===== src/mempool_pkg.sv =====
/*
 * Shared localparams and scalar types of the TCDM cluster
 * Request opcode enum used on every request link
 */
`default_nettype none

package mempool_pkg;

  localparam int unsigned NumTiles         = 4;
  localparam int unsigned NumBanksPerTile  = 2;
  localparam int unsigned NumBanks         = NumTiles * NumBanksPerTile;
  localparam int unsigned DataWidth        = 32;
  localparam int unsigned AddrWidth        = 32;
  localparam int unsigned BeWidth          = DataWidth / 8;
  localparam int unsigned ByteOffset       = 2;
  localparam int unsigned TCDMRowsPerBank  = 64;
  localparam int unsigned TCDMAddrMemWidth = $clog2(TCDMRowsPerBank);

  // Derived field widths
  localparam int unsigned TileIdWidth  = $clog2(NumTiles);
  localparam int unsigned BankSelWidth = $clog2(NumBanksPerTile);
  localparam int unsigned IdWidth      = 4;

  typedef logic [AddrWidth-1:0]                     addr_t;
  typedef logic [DataWidth-1:0]                     data_t;
  typedef logic [BeWidth-1:0]                       strb_t;
  typedef logic [TileIdWidth-1:0]                   tile_id_t;
  // Bank select sits above the row index
  typedef logic [BankSelWidth+TCDMAddrMemWidth-1:0] tile_addr_t;
  typedef logic [IdWidth-1:0]                       reorder_id_t;

  typedef enum logic {
    TCDM_READ  = 1'b0,
    TCDM_WRITE = 1'b1
  } tcdm_op_e;

endpackage : mempool_pkg

`default_nettype wire

===== src/tcdm_req_xbar.sv =====
/*
 * Request crossbar from decoded ports to tiles
 * One round-robin arbiter and one output register per tile,
 * winner stored together with its initiator index
 */
`timescale 1ns/1ns
`default_nettype none

module tcdm_req_xbar (
  input  logic                                                  clk_i,
  input  logic                                                  reset_i,
  input  logic [mempool_pkg::NumTiles-1:0]                      in_valid_i,
  output logic [mempool_pkg::NumTiles-1:0]                      in_ready_o,
  input  mempool_pkg::tile_id_t    [mempool_pkg::NumTiles-1:0]  in_tile_i,
  input  mempool_pkg::tile_addr_t  [mempool_pkg::NumTiles-1:0]  in_tile_addr_i,
  input  mempool_pkg::tcdm_op_e    [mempool_pkg::NumTiles-1:0]  in_op_i,
  input  mempool_pkg::data_t       [mempool_pkg::NumTiles-1:0]  in_wdata_i,
  input  mempool_pkg::strb_t       [mempool_pkg::NumTiles-1:0]  in_be_i,
  input  mempool_pkg::reorder_id_t [mempool_pkg::NumTiles-1:0]  in_id_i,
  output logic [mempool_pkg::NumTiles-1:0]                      tile_req_valid_o,
  input  logic [mempool_pkg::NumTiles-1:0]                      tile_req_ready_i,
  output mempool_pkg::tile_addr_t  [mempool_pkg::NumTiles-1:0]  tile_req_addr_o,
  output mempool_pkg::tcdm_op_e    [mempool_pkg::NumTiles-1:0]  tile_req_op_o,
  output mempool_pkg::data_t       [mempool_pkg::NumTiles-1:0]  tile_req_wdata_o,
  output mempool_pkg::strb_t       [mempool_pkg::NumTiles-1:0]  tile_req_be_o,
  output mempool_pkg::reorder_id_t [mempool_pkg::NumTiles-1:0]  tile_req_id_o,
  output mempool_pkg::tile_id_t    [mempool_pkg::NumTiles-1:0]  tile_req_ini_addr_o
);

  import mempool_pkg::*;

  // Indexed [tile][source]
  logic [NumTiles-1:0][NumTiles-1:0] req_mat;
  logic [NumTiles-1:0][NumTiles-1:0] gnt_mat;
  tile_id_t [NumTiles-1:0]           gnt_idx;
  logic [NumTiles-1:0]               out_ready;

  for (genvar t = 0; t < NumTiles; t++) begin : gen_tile_port
    for (genvar s = 0; s < NumTiles; s++) begin : gen_req
      assign req_mat[t][s] = in_valid_i[s] && (in_tile_i[s] == tile_id_t'(t));
    end

    // Register empty or draining this cycle
    assign out_ready[t] = !tile_req_valid_o[t] || tile_req_ready_i[t];

    tcdm_rr_arbiter i_arb (
      .clk_i    (clk_i       ),
      .reset_i  (reset_i     ),
      .req_i    (req_mat[t]  ),
      .gnt_o    (gnt_mat[t]  ),
      .gnt_idx_o(gnt_idx[t]  ),
      .advance_i(out_ready[t])
    );

    always_ff @(posedge clk_i) begin
      if (reset_i) begin
        tile_req_valid_o[t] <= 1'b0;
      end else if (out_ready[t]) begin
        tile_req_valid_o[t] <= |req_mat[t];
      end
    end

    always_ff @(posedge clk_i) begin
      if (out_ready[t] && (|req_mat[t])) begin
        tile_req_addr_o[t]     <= in_tile_addr_i[gnt_idx[t]];
        tile_req_op_o[t]       <= in_op_i[gnt_idx[t]];
        tile_req_wdata_o[t]    <= in_wdata_i[gnt_idx[t]];
        tile_req_be_o[t]       <= in_be_i[gnt_idx[t]];
        tile_req_id_o[t]       <= in_id_i[gnt_idx[t]];
        tile_req_ini_addr_o[t] <= gnt_idx[t];
      end
    end
  end

  // Only the granted source of its target tile sees ready
  for (genvar s = 0; s < NumTiles; s++) begin : gen_in_ready
    assign in_ready_o[s] = gnt_mat[in_tile_i[s]][s] && out_ready[in_tile_i[s]];
  end

endmodule : tcdm_req_xbar

`default_nettype wire


===== src/tcdm_rr_arbiter.sv =====
/*
 * Round-robin arbiter over the tile-indexed request lines
 * Rotating priority pointer, one-hot grant plus grant index
 */
`timescale 1ns/1ns
`default_nettype none

module tcdm_rr_arbiter (
  input  logic                                clk_i,
  input  logic                                reset_i,
  input  logic [mempool_pkg::NumTiles-1:0]    req_i,
  output logic [mempool_pkg::NumTiles-1:0]    gnt_o,
  output mempool_pkg::tile_id_t               gnt_idx_o,
  input  logic                                advance_i
);

  import mempool_pkg::*;

  tile_id_t ptr_q;
  tile_id_t cand;
  logic     found;

  // First requester at or after the pointer with wraparound
  always_comb begin
    gnt_o     = '0;
    gnt_idx_o = '0;
    found     = 1'b0;
    cand      = ptr_q;
    for (int i = 0; i < NumTiles; i++) begin
      cand = ptr_q + tile_id_t'(i);
      if (!found && req_i[cand]) begin
        found        = 1'b1;
        gnt_o[cand]  = 1'b1;
        gnt_idx_o    = cand;
      end
    end
  end

  always_ff @(posedge clk_i) begin
    if (reset_i) begin
      ptr_q <= '0;
    end else if (advance_i && found) begin
      ptr_q <= gnt_idx_o + tile_id_t'(1);
    end
  end

endmodule : tcdm_rr_arbiter

`default_nettype wire


===== config.mk =====
export PLATFORM = sky130hd
export DESIGN_NAME = tcdm_req_xbar
export DESIGN_NICKNAME = d
export VERILOG_FILES = /design/src/mempool_pkg.sv /design/src/tcdm_req_xbar.sv /design/src/tcdm_rr_arbiter.sv
export SDC_FILE = /design/constraint.sdc
export NUM_CORES = 1
export LEC_CHECK = 0
export BUFFER_PORTS_ARGS = -buffer_cell sky130_fd_sc_hd__buf_2
export CAP_MARGIN = 20
export CORE_MARGIN = 1
export CORE_UTILIZATION = 34
export DETAILED_ROUTE_END_ITERATION = 10
export PLACE_DENSITY = 0.65
export SYNTH_ARGS = -nofsm -noshare
export SYNTH_HDL_FRONTEND = slang
export SYNTH_SLANG_ARGS = --single-unit

===== constraint.sdc =====
create_clock -name clk_i -period 4.4 [get_ports clk_i]
set_clock_uncertainty 0.1 [all_clocks]
set_input_delay 0.44 -clock clk_i [delete_from_list [all_inputs] [get_ports clk_i]]
set_output_delay 0.44 -clock clk_i [all_outputs]
set_load 0.01 [all_outputs]

=== Word-level counts from Yosys, hierarchy flattened ===
Index checks and enable logic that the tools add are counted.

* Register bits after elaboration: 212
* Bits of input ports: 210
* Output and inout bits: 208
* Logic and storage cells: 364

* Add/sub/neg operators: 16
* $lt $le $gt $ge: 40
* Eq/ne operators: 12
* Mux-type cells: 168
* Bitwise gates (word level): 12
* Reduce and logical (&&, ||, !) cells: 84

{| class="wikitable"
|+ Operators with widths
! operator !! number
|-
| $bmux W32 S2 || 4
|-
| $mux W32 || 4
|-
| $mux W4 || 25
|-
| $bmux W4 S2 || 12
|-
| $lt A2 B3 Y1 const B || 24
|-
| $mux W1 || 57
|-
| $bmux W7 S2 || 4
|-
| $logic_and A1 B1 Y1 || 56
|-
| $bmux W1 S2 || 24
|-
| $or A4 B4 Y4 || 12
|-
| $mux W2 || 17
|-
| $demux W1 S2 || 16
|-
| $ge A2 B1 Y1 const B || 16
|-
| $mux W7 || 4
|-
| $add A2 B1 Y2 const B || 8
|-
| $add A2 B2 Y2 const B || 8
|-
| $eq A2 B2 Y1 const B || 8
|-
| $logic_not A1 Y1 || 16
|-
| $reduce_or A4 Y1 || 4
|-
| $eq A2 B1 Y1 const B || 4
|-
| $logic_not A2 Y1 || 4
|-
| $logic_or A1 B1 Y1 || 4
|-
| $mux W3 || 1
|}

=== Depth between registers and ports, before layout ===
Gate-level depths: netlist of the first run.

* Word-level depth: 17
* Gate-level depth with buffers: 13
* Mapped depth without buffers: 9

=== Cells and area by module ===
Synthesis of the first run repeated with hierarchy kept, for this count alone.

* Cells, all modules: 756
* Area, all modules: 13,382.8 um2

{| class="wikitable"
|+ Modules (own cells, without submodules)
! module !! times used !! cells each !! area each (um2) !! sequential area each (um2)
|-
| tcdm_req_xbar || 1 || 496 || 11,095.6 || 6,085.8
|-
| tcdm_rr_arbiter (gen_tile_port[0].i_arb ...) || 3 || 63 || 553.0 || 40.0
|-
| tcdm_rr_arbiter (gen_tile_port[3].i_arb) || 1 || 71 || 628.1 || 40.0
|}

=== Least setup slack after synthesis of the first run ===
Ideal clock, no wire load.

* Kind: input port to flip-flop
* Start point: input port in_valid_i[2] in the netlist's numbering
* End point: register gen_tile_port[0].i_arb.ptr_q[0]
* Library setup time: 0.128 ns
* Data arrival time: 3.848 ns
* Data required time: 4.172 ns
* Setup slack: 0.324 ns
* Stages: 6
* Path buffers: 1
* Path through: buf_2 > nor3b_1 > nor4_1 > nor2_1 > mux2i_1 > nor2_1

* Cells in the longest elaborated chain, start to end: 14
* Elaborated cells on any way between the ends: 25

{| class="wikitable"
|+ Ends and longest elaborated chain
! what !! line !! RTL
|-
| start, declared || tcdm_req_xbar.sv:12 || <nowiki>input logic [mempool_pkg::NumTiles-1:0] in_valid_i,</nowiki>
|-
| $logic_and A1 B1 Y1 (*) || tcdm_req_xbar.sv:40 || <nowiki>assign req_mat[t][s] = in_valid_i[s] && (in_tile_i[s] == tile_id_t'(t));</nowiki>
|-
| $bmux W1 S2 || tcdm_rr_arbiter.sv:31 || <nowiki>if (!found && req_i[cand]) begin</nowiki>
|-
| $mux W1 (implied by the code) || tcdm_rr_arbiter.sv:31 ||
|-
| $mux W1 || tcdm_rr_arbiter.sv:31 ||
|-
| $logic_not A1 Y1 || tcdm_rr_arbiter.sv:31 ||
|-
| $logic_and A1 B1 Y1 || tcdm_rr_arbiter.sv:31 ||
|-
| $mux W1 || tcdm_rr_arbiter.sv:31 ||
|-
| $logic_not A1 Y1 || tcdm_rr_arbiter.sv:31 ||
|-
| $logic_and A1 B1 Y1 || tcdm_rr_arbiter.sv:31 ||
|-
| $mux W1 || tcdm_rr_arbiter.sv:31 ||
|-
| $logic_not A1 Y1 || tcdm_rr_arbiter.sv:31 ||
|-
| $logic_and A1 B1 Y1 || tcdm_rr_arbiter.sv:31 ||
|-
| $mux W2 or $mux W1 (tied branches) || tcdm_rr_arbiter.sv:31 ||
|-
| $add A2 B1 Y2 or $logic_and A1 B1 Y1 (tied branches) || tcdm_rr_arbiter.sv:43, tcdm_rr_arbiter.sv:42 ||
|-
| end signal, assigned || tcdm_rr_arbiter.sv:43 || <nowiki>ptr_q <= gnt_idx_o + tile_id_t'(1);</nowiki>
|-
| end, declared || tcdm_rr_arbiter.sv:19 || <nowiki>tile_id_t ptr_q;</nowiki>
|}

Every way passes the cells marked *; elsewhere a longest branch is shown, timed or not. The select of a mux whose other input is x is not followed.
A chain may end at the register's enable or synchronous reset.

=== Worst setup path in the final report of the first run ===
* Start point: register gen_tile_port[3].i_arb.ptr_q[1]
* End point: output port in_ready_o[0] in the netlist's numbering

* Cells in the longest elaborated chain, start to end: 15
* Elaborated cells on any way between the ends: 50

{| class="wikitable"
|+ Ends and longest elaborated chain
! what !! line !! RTL
|-
| start, declared || tcdm_rr_arbiter.sv:19 ||
|-
| start signal, assigned || tcdm_rr_arbiter.sv:43 ||
|-
| parallel branches: the longest is 11 deep, another holds $lt A2 B3 Y1 || -- ||
|-
| $mux W4 (*) || tcdm_rr_arbiter.sv:31 ||
|-
| $bmux W4 S2 (*) || tcdm_req_xbar.sv:77 || <nowiki>assign in_ready_o[s] = gnt_mat[in_tile_i[s]][s] && out_ready[in_tile_i[s]];</nowiki>
|-
| $mux W1 (implied by the code) (*) || tcdm_req_xbar.sv:77 ||
|-
| $logic_and A1 B1 Y1 (*) || tcdm_req_xbar.sv:77 ||
|-
| end, declared || tcdm_req_xbar.sv:13 || <nowiki>output logic [mempool_pkg::NumTiles-1:0] in_ready_o,</nowiki>
|}

Mark *: on every way between the ends. The select of a mux whose other input is x is not followed.

==> results.sh, run 1 <==
export IMPL_status="finished, final reports clean"
export IMPL_htreeDepth=1
export IMPL_setup_viol=0
export IMPL_hold_violations=0
export IMPL_drtAntennaViolNets=0
export IMPL_worstSetupStartpointType="flop"
export IMPL_syn_num_nets=1497
export IMPL_clockRootBuffer="clkbuf_16"
export IMPL_power_leakage_nw=8.19
export IMPL_synth_seq_area_share_pct=41.9
export IMPL_critical_path_slowest_cell="dfxtp_1"
export IMPL_max_vdd_ir_drop_mv=0.305
export IMPL_syn_area_per_cell_um2=11.9
export IMPL_stdcell_area_mm2=0.0184
export IMPL_drive_above_1_share_pct=31.4
export IMPL_clk_path_buf_depth=3
export IMPL_netlist_area_mm2=0.0149
export IMPL_cts_tree="done"
export IMPL_wl_per_cell_um=21.8
export IMPL_clk_pin_slew_ns=0.06
export IMPL_slew_headroom_pct=28.6
export IMPL_holdCritPathClass="input port to flop"
export IMPL_crit_type="flop to output pin"
export IMPL_final_cell_mix="486 x mux2i_1, 417 x buf_2, 200 x edfxtp_1, 81 x a21oi_1, 59 x a211oi_1"
export IMPL_synth_seq_cells=212
export IMPL_grtUsageTotal_pct=20.9
export IMPL_placed_cell_area_mm2=0.0176
export IMPL_worst_slack_ns=0.239
export IMPL_synth_top_flop_cell="edfxtp_1"
export IMPL_syn2layout_area_growth_pct=23.5
export IMPL_slew_violations=0
export IMPL_synth_edff_count=200
export IMPL_cp_end_kind="output pin"
export IMPL_grt_pass1_vias=12200
export IMPL_drc_errors=0
export IMPL_numPortBuffers=417
export IMPL_cp_max_fo=9
export IMPL_cp_required_ns=3.86
export IMPL_final_common_cell="mux2i_1"
export IMPL_place_congestion=0.865
export IMPL_routed_wl_mm=48.7
export IMPL_dp_hpwl_mm=33.1
export IMPL_antenna_found_initial=6
export IMPL_worst_pin_slew_ns=1.07
export IMPL_async_reset_ff_share_pct=0
export IMPL_cp_arrival_ns=3.62
export IMPL_grt_max_degree=84
export IMPL_clkLatencyLatePin_ns=0.54
export IMPL_rsz0062_at_grt="no"
export IMPL_design_core_area_mm2=0.0432
export IMPL_die_x_um=211
export IMPL_finalCritPeriodShare_pct=94.6
export IMPL_nets=1870
export IMPL_syn_inst=1255
export IMPL_drt_first_pass_iters=5
export IMPL_tns_ns=0
export IMPL_drt_iter0_drc=789
export IMPL_die_area_mm2=0.0447
export IMPL_die_y_um=211
export IMPL_powerDensity_mw_per_mm2=429
export IMPL_ys_warn_count=0
export IMPL_ys_types=57
export IMPL_post_cts_setup_buffer_count=0
export IMPL_slowest_delay_ns=0.54
export IMPL_cts_buffers_inserted=25
export IMPL_fill_cells=4157
export IMPL_start_util_pct=34.5
export IMPL_vias_per_cell=5.46
export IMPL_rows=76
export IMPL_dp_slack_ns=0.487
export IMPL_crit_chain="inv_1 -> ha_1 -> mux4_2 -> or2_1 -> nor3_1 -> o2bb2ai_1 -> o211ai_1 -> o32ai_1 -> buf_2"
export IMPL_regArea_mm2=0.00625
export IMPL_grt_pass1_wl_mm=72.2
export IMPL_multi_input_area_mm2=0.00817
export IMPL_clock_sinks=212
export IMPL_drv_cap=0
export IMPL_overflow=0
export IMPL_fmax_mhz=240
export IMPL_ioPinCount=418
export IMPL_period_needed_ns=4.16
export IMPL_dr_total_vias=12200
-- worst paths after layout --
| kind | start | to | slack (ns) | cells past startpoint |
|---|---|---|---|---|
| hold / removal | reset_i | gen_tile_port[0].i_arb.ptr_q[0]$_SDFFE_PP0P_ | 0.18 | 2 |
| setup reg to reg | gen_tile_port[3].i_arb.ptr_q[1]$_SDFFE_PP0P_ | gen_tile_port[3].i_arb.ptr_q[1]$_SDFFE_PP0P_ | 0.78 | 9 |
| setup / recovery | gen_tile_port[3].i_arb.ptr_q[1]$_SDFFE_PP0P_ | in_ready_o[0] | 0.24 | 9 |
| hold reg to reg | gen_tile_port[3].i_arb.ptr_q[0]$_SDFFE_PP0P_ | gen_tile_port[3].i_arb.ptr_q[0]$_SDFFE_PP0P_ | 0.50 | 2 |
-- cells in the mapped netlist, types with 5 or more instances --
cell      instances  area, um2
inv_1            13       48.8
a21oi_1          81        405
nand3b_1          8       60.1
and3_1            7       43.8
a211oi_1         59        443
nand2_1          22       82.6
ha_1             32        400
nor3_1            7       35.0
buf_2            39        195
mux4_2           15        338
edfxtp_1        200       6010
o21ai_0          14       70.1
nand3_1           8       40.0
nor2_1           35        131
and3b_1           8       70.1
o32ai_1           6       52.6
nor2b_1          58        363
buf_4            21        158
a22oi_1           9       67.6
mux2i_1         487       4870
o211ai_1          5       37.5
nor4_1            6       37.5
dfxtp_1          12        240
clkbuf_1         31        116
-- logic make-up (layout without fill, tap and decap cells) --
group           Yosys count  after routing  share of synthesized area [%]
mux                     506            506                           35.2
flops                   212            212                           41.9
compound gates          198            198                           8.54
simple gates            189            189                           7.35
buf+inv                 112            504                           3.95
fa+ha+maj                32             32                           2.68
xor+xnor                  6              6                          0.352
other cells               0              3                              0
-- final cells by class --
cell class / count / area share (%)
clock inverter: 14 / 0.822
antenna: 3 / 0.0407
tap: 585 / 3.97
clock buffer: 32 / 3.54
timing repair buffer: 442 / 13.0
sequential: 212 / 33.9
inverter: 16 / 0.353
multi-input combinational: 931 / 44.3
-- stage by stage --
step	power, mW	hold WS [ns]	util (%)	cells
after global placement	5.77	0.511	40.8	2186
after floorplan	4.83	0.413	-	1255
final	7.90	0.184	42.7	2235
after CTS	7.96	0.150	42.6	2232
after detailed placement	5.84	0.519	40.8	2186
after global routing	8.27	0.179	42.7	2235
-- power by group --
group          switching, mW  internal, mW  total [mW]
clock                  0.877          1.23        2.10
sequential             0.119          2.69        2.81
combinational           1.75          1.24        2.98
total                   2.74          5.15        7.90
-- repair_timing --
item,CTS,global route
setup endpoints to repair,0,4
resized for setup,0,4
hold buffers,0,0
-- registers in the layout, summed over array words and instances, names as in the netlist --
name,count
tile_req_ini_addr_o,8
tile_req_addr_o,28
tile_req_op_o,4
tile_req_wdata_o,128
tile_req_id_o,16
tile_req_valid_o,4
tile_req_be_o,16
gen_tile_port.i_arb.ptr_q,8
-- worst max-delay path, delay by kind of cell (launching register included) --
| kind | cells | cell delay [ns] |
|---|---|---|
| multiplexers | 1 | 0.44 |
| AND/OR/NAND/NOR | 2 | 0.74 |
| flip-flops | 1 | 0.54 |
| AO/OA/AOI/OAI | 3 | 0.51 |
| adder cells (fa/ha/maj) | 1 | 0.49 |
| buffers and inverters | 2 | 0.38 |
-- per-layer routing --
| layer | up-vias | wire [um] | global-route usage (%) |
|---|---|---|---|
| li1 | 5612 | - | - |
| met1 | 5939 | 20000 | 25.6 |
| met2 | 546 | 23300 | 35.9 |
| met3 | 97 | 4060 | 4.93 |
| met4 | 4 | 1290 | 6.70 |
| met5 | - | 25 | 0 |
(Power assumes the default switching activity.)
==> run 2, diff against run 1 <==
--- a/config.mk
+++ b/config.mk
@@ -8,9 +8,10 @@
 export BUFFER_PORTS_ARGS = -buffer_cell sky130_fd_sc_hd__buf_2
 export CAP_MARGIN = 20
 export CORE_MARGIN = 1
-export CORE_UTILIZATION = 34
+export CORE_UTILIZATION = 44
 export DETAILED_ROUTE_END_ITERATION = 10
-export PLACE_DENSITY = 0.65
+export PLACE_DENSITY = 0.79
 export SYNTH_ARGS = -nofsm -noshare
 export SYNTH_HDL_FRONTEND = slang
+export SYNTH_HIERARCHICAL = 1
 export SYNTH_SLANG_ARGS = --single-unit
==> run 2 against run 1 <==
Die area shrank 30%. Utilization is 13 points higher. Sequential cell count unchanged. Power grew 44%. Sequential power rose by 23%. Sequential share of layout area increased by 3.5 points. Hold slack gained 0.044 ns. Largest power group unchanged.
==> results.sh, run 2 <==
export IMPL_final_common_cell="buf_2"
export IMPL_start_util_pct=44.9
export IMPL_setup_viol=0
export IMPL_slew_headroom_pct=37.7
export IMPL_synthTopCellsByCount="207 x mux4_2, 200 x edfxtp_1, 29 x a22oi_1, 26 x nor2_1, 23 x ha_1"
export IMPL_holdCritPathClass="input port to flop"
export IMPL_clock_sinks=212
export IMPL_syn2layout_area_growth_pct=24.6
export IMPL_crit_family="simple AND/OR/NAND/NOR gates"
export IMPL_synth_edff_count=200
export IMPL_drt_iter0_drc=998
export IMPL_worstSetupStartpointType="flop"
export IMPL_power_leakage_nw=6.23
export IMPL_antenna_found_initial=9
export IMPL_largest_reg_flops=128
export IMPL_cp_num_buf_inv=2
export IMPL_drt_first_pass_iters=5
export IMPL_yosys_area_top_type="edfxtp_1"
export IMPL_tns_ns=0
export IMPL_die_x_um=176
export IMPL_dp_slack_ns=0.704
export IMPL_fmax_mhz=243
export IMPL_syn_num_nets=989
export IMPL_synth_most_common_cell="mux4_2"
export IMPL_p_total_mw=11.4
export IMPL_cp_end_kind="output pin"
export IMPL_drc_errors=0
export IMPL_drtAntennaViolNets=0
export IMPL_place_congestion=0.908
export IMPL_clk_path_buf_depth=3
export IMPL_final_cell_mix="417 x buf_2, 207 x mux4_2, 200 x edfxtp_1, 29 x a22oi_1, 25 x clkbuf_16"
export IMPL_grt_max_degree=51
export IMPL_nets=1399
export IMPL_routed_wl_mm=42.8
export IMPL_post_cts_resized=0
export IMPL_die_area_mm2=0.0311
export IMPL_clockRootBuffer="clkbuf_16"
export IMPL_finalCritPeriodShare_pct=93.6
export IMPL_synth_top_area_share_pct=44.9
export IMPL_period_needed_ns=4.12
export IMPL_max_vdd_ir_drop_mv=0.321
export IMPL_cp_max_fo=10
export IMPL_clkLatencyLatePin_ns=0.53
export IMPL_slowest_delay_ns=0.55
export IMPL_die_y_um=176
export IMPL_htreeDepth=1
export IMPL_ys_warn_count=6
export IMPL_critical_path_slowest_cell="dfxtp_1"
export IMPL_cts_tree="done"
export IMPL_rows=63
export IMPL_synth_seq_area_share_pct=46.7
export IMPL_synth_area_leaders="edfxtp_1 45%, mux4_2 35%, ha_1 2.2%"
export IMPL_worst_slack_ns=0.282
export IMPL_numPortBuffers=417
export IMPL_syn_inst=756
export IMPL_crit_chain="inv_1 -> ha_1 -> or3b_2 -> a2111o_1 -> nand3_1 -> a22oi_1 -> o21ai_0 -> nor2b_1 -> a32oi_1 -> mux2i_1 -> buf_2"
export IMPL_ys_types=51
export IMPL_fill_cells=2334
export IMPL_drive_above_1_share_pct=60.7
export IMPL_cp_arrival_ns=3.58
export IMPL_clk_pin_slew_ns=0.06
export IMPL_powerDensity_mw_per_mm2=683
export IMPL_slew_violations=0
export IMPL_cp_required_ns=3.86
export IMPL_async_reset_ff_share_pct=0
export IMPL_overflow=0
export IMPL_grt_pass1_vias=10100
export IMPL_cts_buffers_inserted=25
export IMPL_drv_cap=0
export IMPL_wl_per_cell_um=27.1
export IMPL_grtUsageTotal_pct=27.0
export IMPL_design_core_area_mm2=0.0298
export IMPL_grt_pass1_wl_mm=62.4
export IMPL_worst_pin_slew_ns=0.934
export IMPL_post_cts_setup_buffer_count=0
export IMPL_netlist_area_mm2=0.0134
export IMPL_largest_register="tile_req_wdata_o"
export IMPL_synth_seq_cells=212
export IMPL_dp_hpwl_mm=29.6
export IMPL_vias_per_cell=6.39
export IMPL_dr_total_vias=10100
export IMPL_synth_top_flop_cell="edfxtp_1"
export IMPL_reg_largest_list="tile_req_wdata_o x128, tile_req_addr_o x28"
export IMPL_crit_type="flop to output pin"
export IMPL_status="finished, final reports clean"
export IMPL_rsz0062_at_grt="no"
export IMPL_syn_area_per_cell_um2=17.7
export IMPL_hold_violations=0
export IMPL_cts_hold_buf=0
export IMPL_ioPinCount=418
==> run 2: layer usage <==
layer / vias to the layer above / track usage, % / wire [um]
met5: - / 0 / 50
met4: 8 / 12.5 / 1780
met2: 730 / 45.1 / 21700
met1: 5067 / 33.4 / 15000
li1: 4160 / - / -
met3: 122 / 6.18 / 4240
==> run 2: where the power goes <==
group          switching (mW)  internal (mW)
registers               0.210           3.25
clock network           0.862           1.04
logic                    3.03           3.00
total                    4.10           7.29
==> run 2: final cells by class <==
class                           instances  area, um2  area share, %
Multi-Input combinational cell        462       6640           39.8
Sequential cell                       212       6250           37.5
Timing Repair Buffer                  448       2480           14.9
Clock buffer                           26        629           3.78
Tap cell                              390        488           2.93
Clock inverter                         18        108          0.645
Inverter                               17       63.8          0.383
Antenna cell                            5       12.5         0.0751
==> run 2: path summary, 6_finish.rpt <==
check | startpoint | to | slack (ns) | depth (start not counted)
worst min-delay path | reset_i | flop | 0.23 | 2
worst max-delay path | gen_tile_port[0].i_arb/ptr_q[1]$_SDFFE_PP0P_ | in_ready_o[2] | 0.28 | 11
worst max register to register | gen_tile_port[0].i_arb/ptr_q[1]$_SDFFE_PP0P_ | tile_req_wdata_o[17]$_DFFE_PP_ | 0.68 | 8
worst min register to register | gen_tile_port[3].i_arb/ptr_q[1]$_SDFFE_PP0P_ | gen_tile_port[3].i_arb/ptr_q[1]$_SDFFE_PP0P_ | 0.59 | 2
==> run 2: logic make-up (layout without fill, tap and decap cells) <==
family	count (synthesis)	after routing	share of synthesized area, %
simple gates	110	110	4.98
compound gates	100	100	5.71
xor+xnor	6	6	0.393
flops	212	212	46.7
buf+inv	82	509	4.05
mux	223	223	36.0
fa+ha+maj	23	23	2.15
other cells	0	5	0
==> run 2: through the flow <==
step	instance area, um2	utilization (%)	instances	hold slack [ns]
after floorplan	13400	-	756	0.402
after global placement	15900	53.4	1529	0.559
after detailed placement	15900	53.4	1529	0.569
after CTS	16700	55.9	1573	0.205
after global routing	16700	55.9	1577	0.217
final	16700	56.0	1578	0.228
==> run 3, diff against run 2 <==
--- a/config.mk
+++ b/config.mk
@@ -5,7 +5,7 @@
 export SDC_FILE = /design/constraint.sdc
 export NUM_CORES = 1
 export LEC_CHECK = 0
-export BUFFER_PORTS_ARGS = -buffer_cell sky130_fd_sc_hd__buf_2
+export BUFFER_PORTS_ARGS = -buffer_cell sky130_fd_sc_hd__buf_4
 export CAP_MARGIN = 20
 export CORE_MARGIN = 1
 export CORE_UTILIZATION = 44
==> run 3 against run 2 <==
Die area did not move. Critical path depth did not move. Sequential power rose by 1%. Clock-buffer cell count rose by 3. Non-clock buffer count rose by 2. First-iteration DRC count rose by 2.8%. Sequential cell count did not move. Wire length rose by 2.4%.
==> results.sh, run 3 (synthesized netlist as in run 2, its figures left out) <==
export IMPL_drv_cap=0
export IMPL_drc_errors=0
export IMPL_hold_violations=0
export IMPL_fmax_mhz=244
export IMPL_grt_max_degree=51
export IMPL_clk_pin_slew_ns=0.07
export IMPL_clockRootBuffer="clkbuf_16"
export IMPL_reg2regPathDepth=7
export IMPL_clock_sinks=212
export IMPL_crit_type="flop to output pin"
export IMPL_vias_per_cell=6.41
export IMPL_nets=1401
export IMPL_design_core_area_mm2=0.0298
export IMPL_place_congestion=0.872
export IMPL_htreeDepth=1
export IMPL_numPortBuffers=417
export IMPL_worst_pin_slew_ns=0.938
export IMPL_wl_per_cell_um=27.8
export IMPL_intPower_mw=7.80
export IMPL_slew_headroom_pct=37.5
export IMPL_seqPwrFrac_pct=29.3
export IMPL_clk_path_buf_depth=3
export IMPL_reg_largest_list="tile_req_wdata_o x128, tile_req_addr_o x28"
export IMPL_crit_chain="inv_1 -> ha_1 -> or3b_2 -> a2111o_1 -> nand3_1 -> a22oi_1 -> o21ai_0 -> nor2b_1 -> a32oi_1 -> mux2i_1 -> buf_4"
export IMPL_post_cts_resized=0
export IMPL_period_needed_ns=4.10
export IMPL_holdCritPathClass="input port to flop"
export IMPL_worstSetupStartpointType="flop"
export IMPL_largest_reg_flops=128
export IMPL_finalCritPeriodShare_pct=93.2
export IMPL_switching_share_pct=34.6
export IMPL_rows=63
export IMPL_drt_first_pass_iters=5
export IMPL_p_total_mw=11.9
export IMPL_hold_slack_ns=0.133
export IMPL_grtUsageTotal_pct=27.6
export IMPL_cts_buffers_inserted=25
export IMPL_post_cts_setup_buffer_count=0
export IMPL_clkLatencyLatePin_ns=0.52
export IMPL_pwr_share_clk_pct=16.6
export IMPL_slowest_delay_ns=0.58
export IMPL_critPathLaunch="gen_tile_port[0].i_arb/ptr_q[1]$_SDFFE_PP0P_"
export IMPL_routed_wl_mm=43.8
export IMPL_final_common_cell="buf_4"
export IMPL_start_util_pct=44.9
export IMPL_grt_pass1_vias=10100
export IMPL_cp_required_ns=3.86
export IMPL_cp_end_kind="output pin"
export IMPL_overflow=0
export IMPL_cp_num_buf_inv=2
export IMPL_ioPinCount=418
export IMPL_cp_arrival_ns=3.56
export IMPL_timing_rr_end="tile_req_id_o[0]$_DFFE_PP_"
export IMPL_final_cell_mix="437 x buf_4, 207 x mux4_2, 200 x edfxtp_1, 29 x a22oi_1, 25 x clkbuf_16"
export IMPL_grt_pass1_wl_mm=63.7
export IMPL_cts_tree="done"
export IMPL_setup_viol=0
export IMPL_dp_hpwl_mm=30.7
export IMPL_powerDensity_mw_per_mm2=671
export IMPL_antenna_found_initial=4
export IMPL_p_comb_share_pct=54.0
export IMPL_critical_path_depth=11
export IMPL_largest_register="tile_req_wdata_o"
export IMPL_die_area_mm2=0.0311
export IMPL_cp_max_fo=10
export IMPL_cts_hold_buf=0
export IMPL_power_leakage_nw=6.60
export IMPL_status="finished, final reports clean"
export IMPL_rsz0062_at_grt="no"
export IMPL_drtAntennaViolNets=0
export IMPL_syn2layout_area_growth_pct=32.7
export IMPL_net_switching_power_mw=4.13
export IMPL_reg2reg_setup_slack_ns=0.64
export IMPL_crit_family="simple AND/OR/NAND/NOR gates"
export IMPL_drt_iter0_drc=1026
export IMPL_die_y_um=176
export IMPL_dr_total_vias=10100
export IMPL_critical_path_slowest_cell="dfxtp_1"
export IMPL_endpoint="in_ready_o[3]"
export IMPL_die_x_um=176
export IMPL_tns_ns=0
export IMPL_r2r_start="gen_tile_port[0].i_arb/ptr_q[1]$_SDFFE_PP0P_"
export IMPL_slew_violations=0
export IMPL_max_vdd_ir_drop_mv=0.415
export IMPL_drive_above_1_share_pct=60.5
==> run 3: cell types whose count changed in the layout (fill, tap and decap cells not counted) <==
| cell | before | now |
|---|---|---|
| clkinvlp_4 | 1 | 3 |
| diode_2 | 5 | 3 |
| buf_4 | 18 | 437 |
| inv_8 | 1 | 0 |
| clkbuf_1 | 1 | 4 |
| inv_6 | 1 | 2 |
| bufinv_16 | 0 | 2 |
| clkinv_2 | 7 | 3 |
| clkinv_4 | 3 | 0 |
| buf_2 | 417 | 0 |
==> run 3: area by class of cell <==
class | instances | area [um2]
clock buffer | 29 | 641
clock inverter | 15 | 134
fill | 2219 | 12000
sequential | 212 | 6250
antenna | 3 | 7.51
multi-input combinational | 462 | 6640
tap | 390 | 488
timing repair buffer | 450 | 3540
inverter | 17 | 63.8
==> run 3: worst reg2reg max path, stage by stage (launching register included) <==
cell and delay (ns):
dfxtp_1 0.58, inv_1 0.17, ha_1 0.49, mux4_2 0.46
or4_1 0.50, a22o_2 0.55, buf_12 0.31, mux4_2 0.33
==> run 3: worst min path at each step <==
stage | from | endpoint | slack (ns) | cells past startpoint
final | reset_i | gen_tile_port[3].i_arb/ptr_q[0]$_SDFFE_PP0P_ | 0.13 | 2
after global placement | gen_tile_port[3].i_arb/ptr_q[1]$_SDFFE_PP0P_ | gen_tile_port[3].i_arb/ptr_q[1]$_SDFFE_PP0P_ | 0.56 | 2
after floorplan | reset_i | gen_tile_port[3].i_arb/ptr_q[0]$_SDFFE_PP0P_ | 0.40 | 1
after global routing | reset_i | gen_tile_port[3].i_arb/ptr_q[0]$_SDFFE_PP0P_ | 0.13 | 2
after detailed placement | gen_tile_port[3].i_arb/ptr_q[1]$_SDFFE_PP0P_ | gen_tile_port[3].i_arb/ptr_q[1]$_SDFFE_PP0P_ | 0.57 | 2
after CTS | reset_i | gen_tile_port[3].i_arb/ptr_q[0]$_SDFFE_PP0P_ | 0.13 | 2
==> run 3: per-stage QoR <==
stage,setup WS [ns],cell area (um2),utilization [%],std cells
global placement,0.754,17000,57.0,1531
detailed placement,0.675,17000,57.0,1531
finish,0.300,17800,59.6,1578
CTS,0.308,17800,59.6,1575
global route,0.110,17800,59.6,1577
floorplan,0.571,13400,-,756
==> run 3: power groups by stage <==
stage / Clock [mW] / Combinational [mW] / Sequential (mW)
2_1_floorplan: 0 / 3.90 / 3.82
3_3_place_gp: 0 / 6.33 / 3.52
3_5_place_dp: 0 / 6.45 / 3.53
4_1_cts: 2.02 / 6.49 / 3.50
5_1_grt: 2.10 / 6.83 / 3.55
6_report: 1.98 / 6.44 / 3.50
==> run 3: metal layers <==
layer  track usage (%)  part of all wire (%)  wire, um
met2              46.7                    51     22400
met1              33.8                    35     15500
met4              11.4                   4.0      1750
met5                 0                 0.039        17
met3              6.85                   9.6      4200
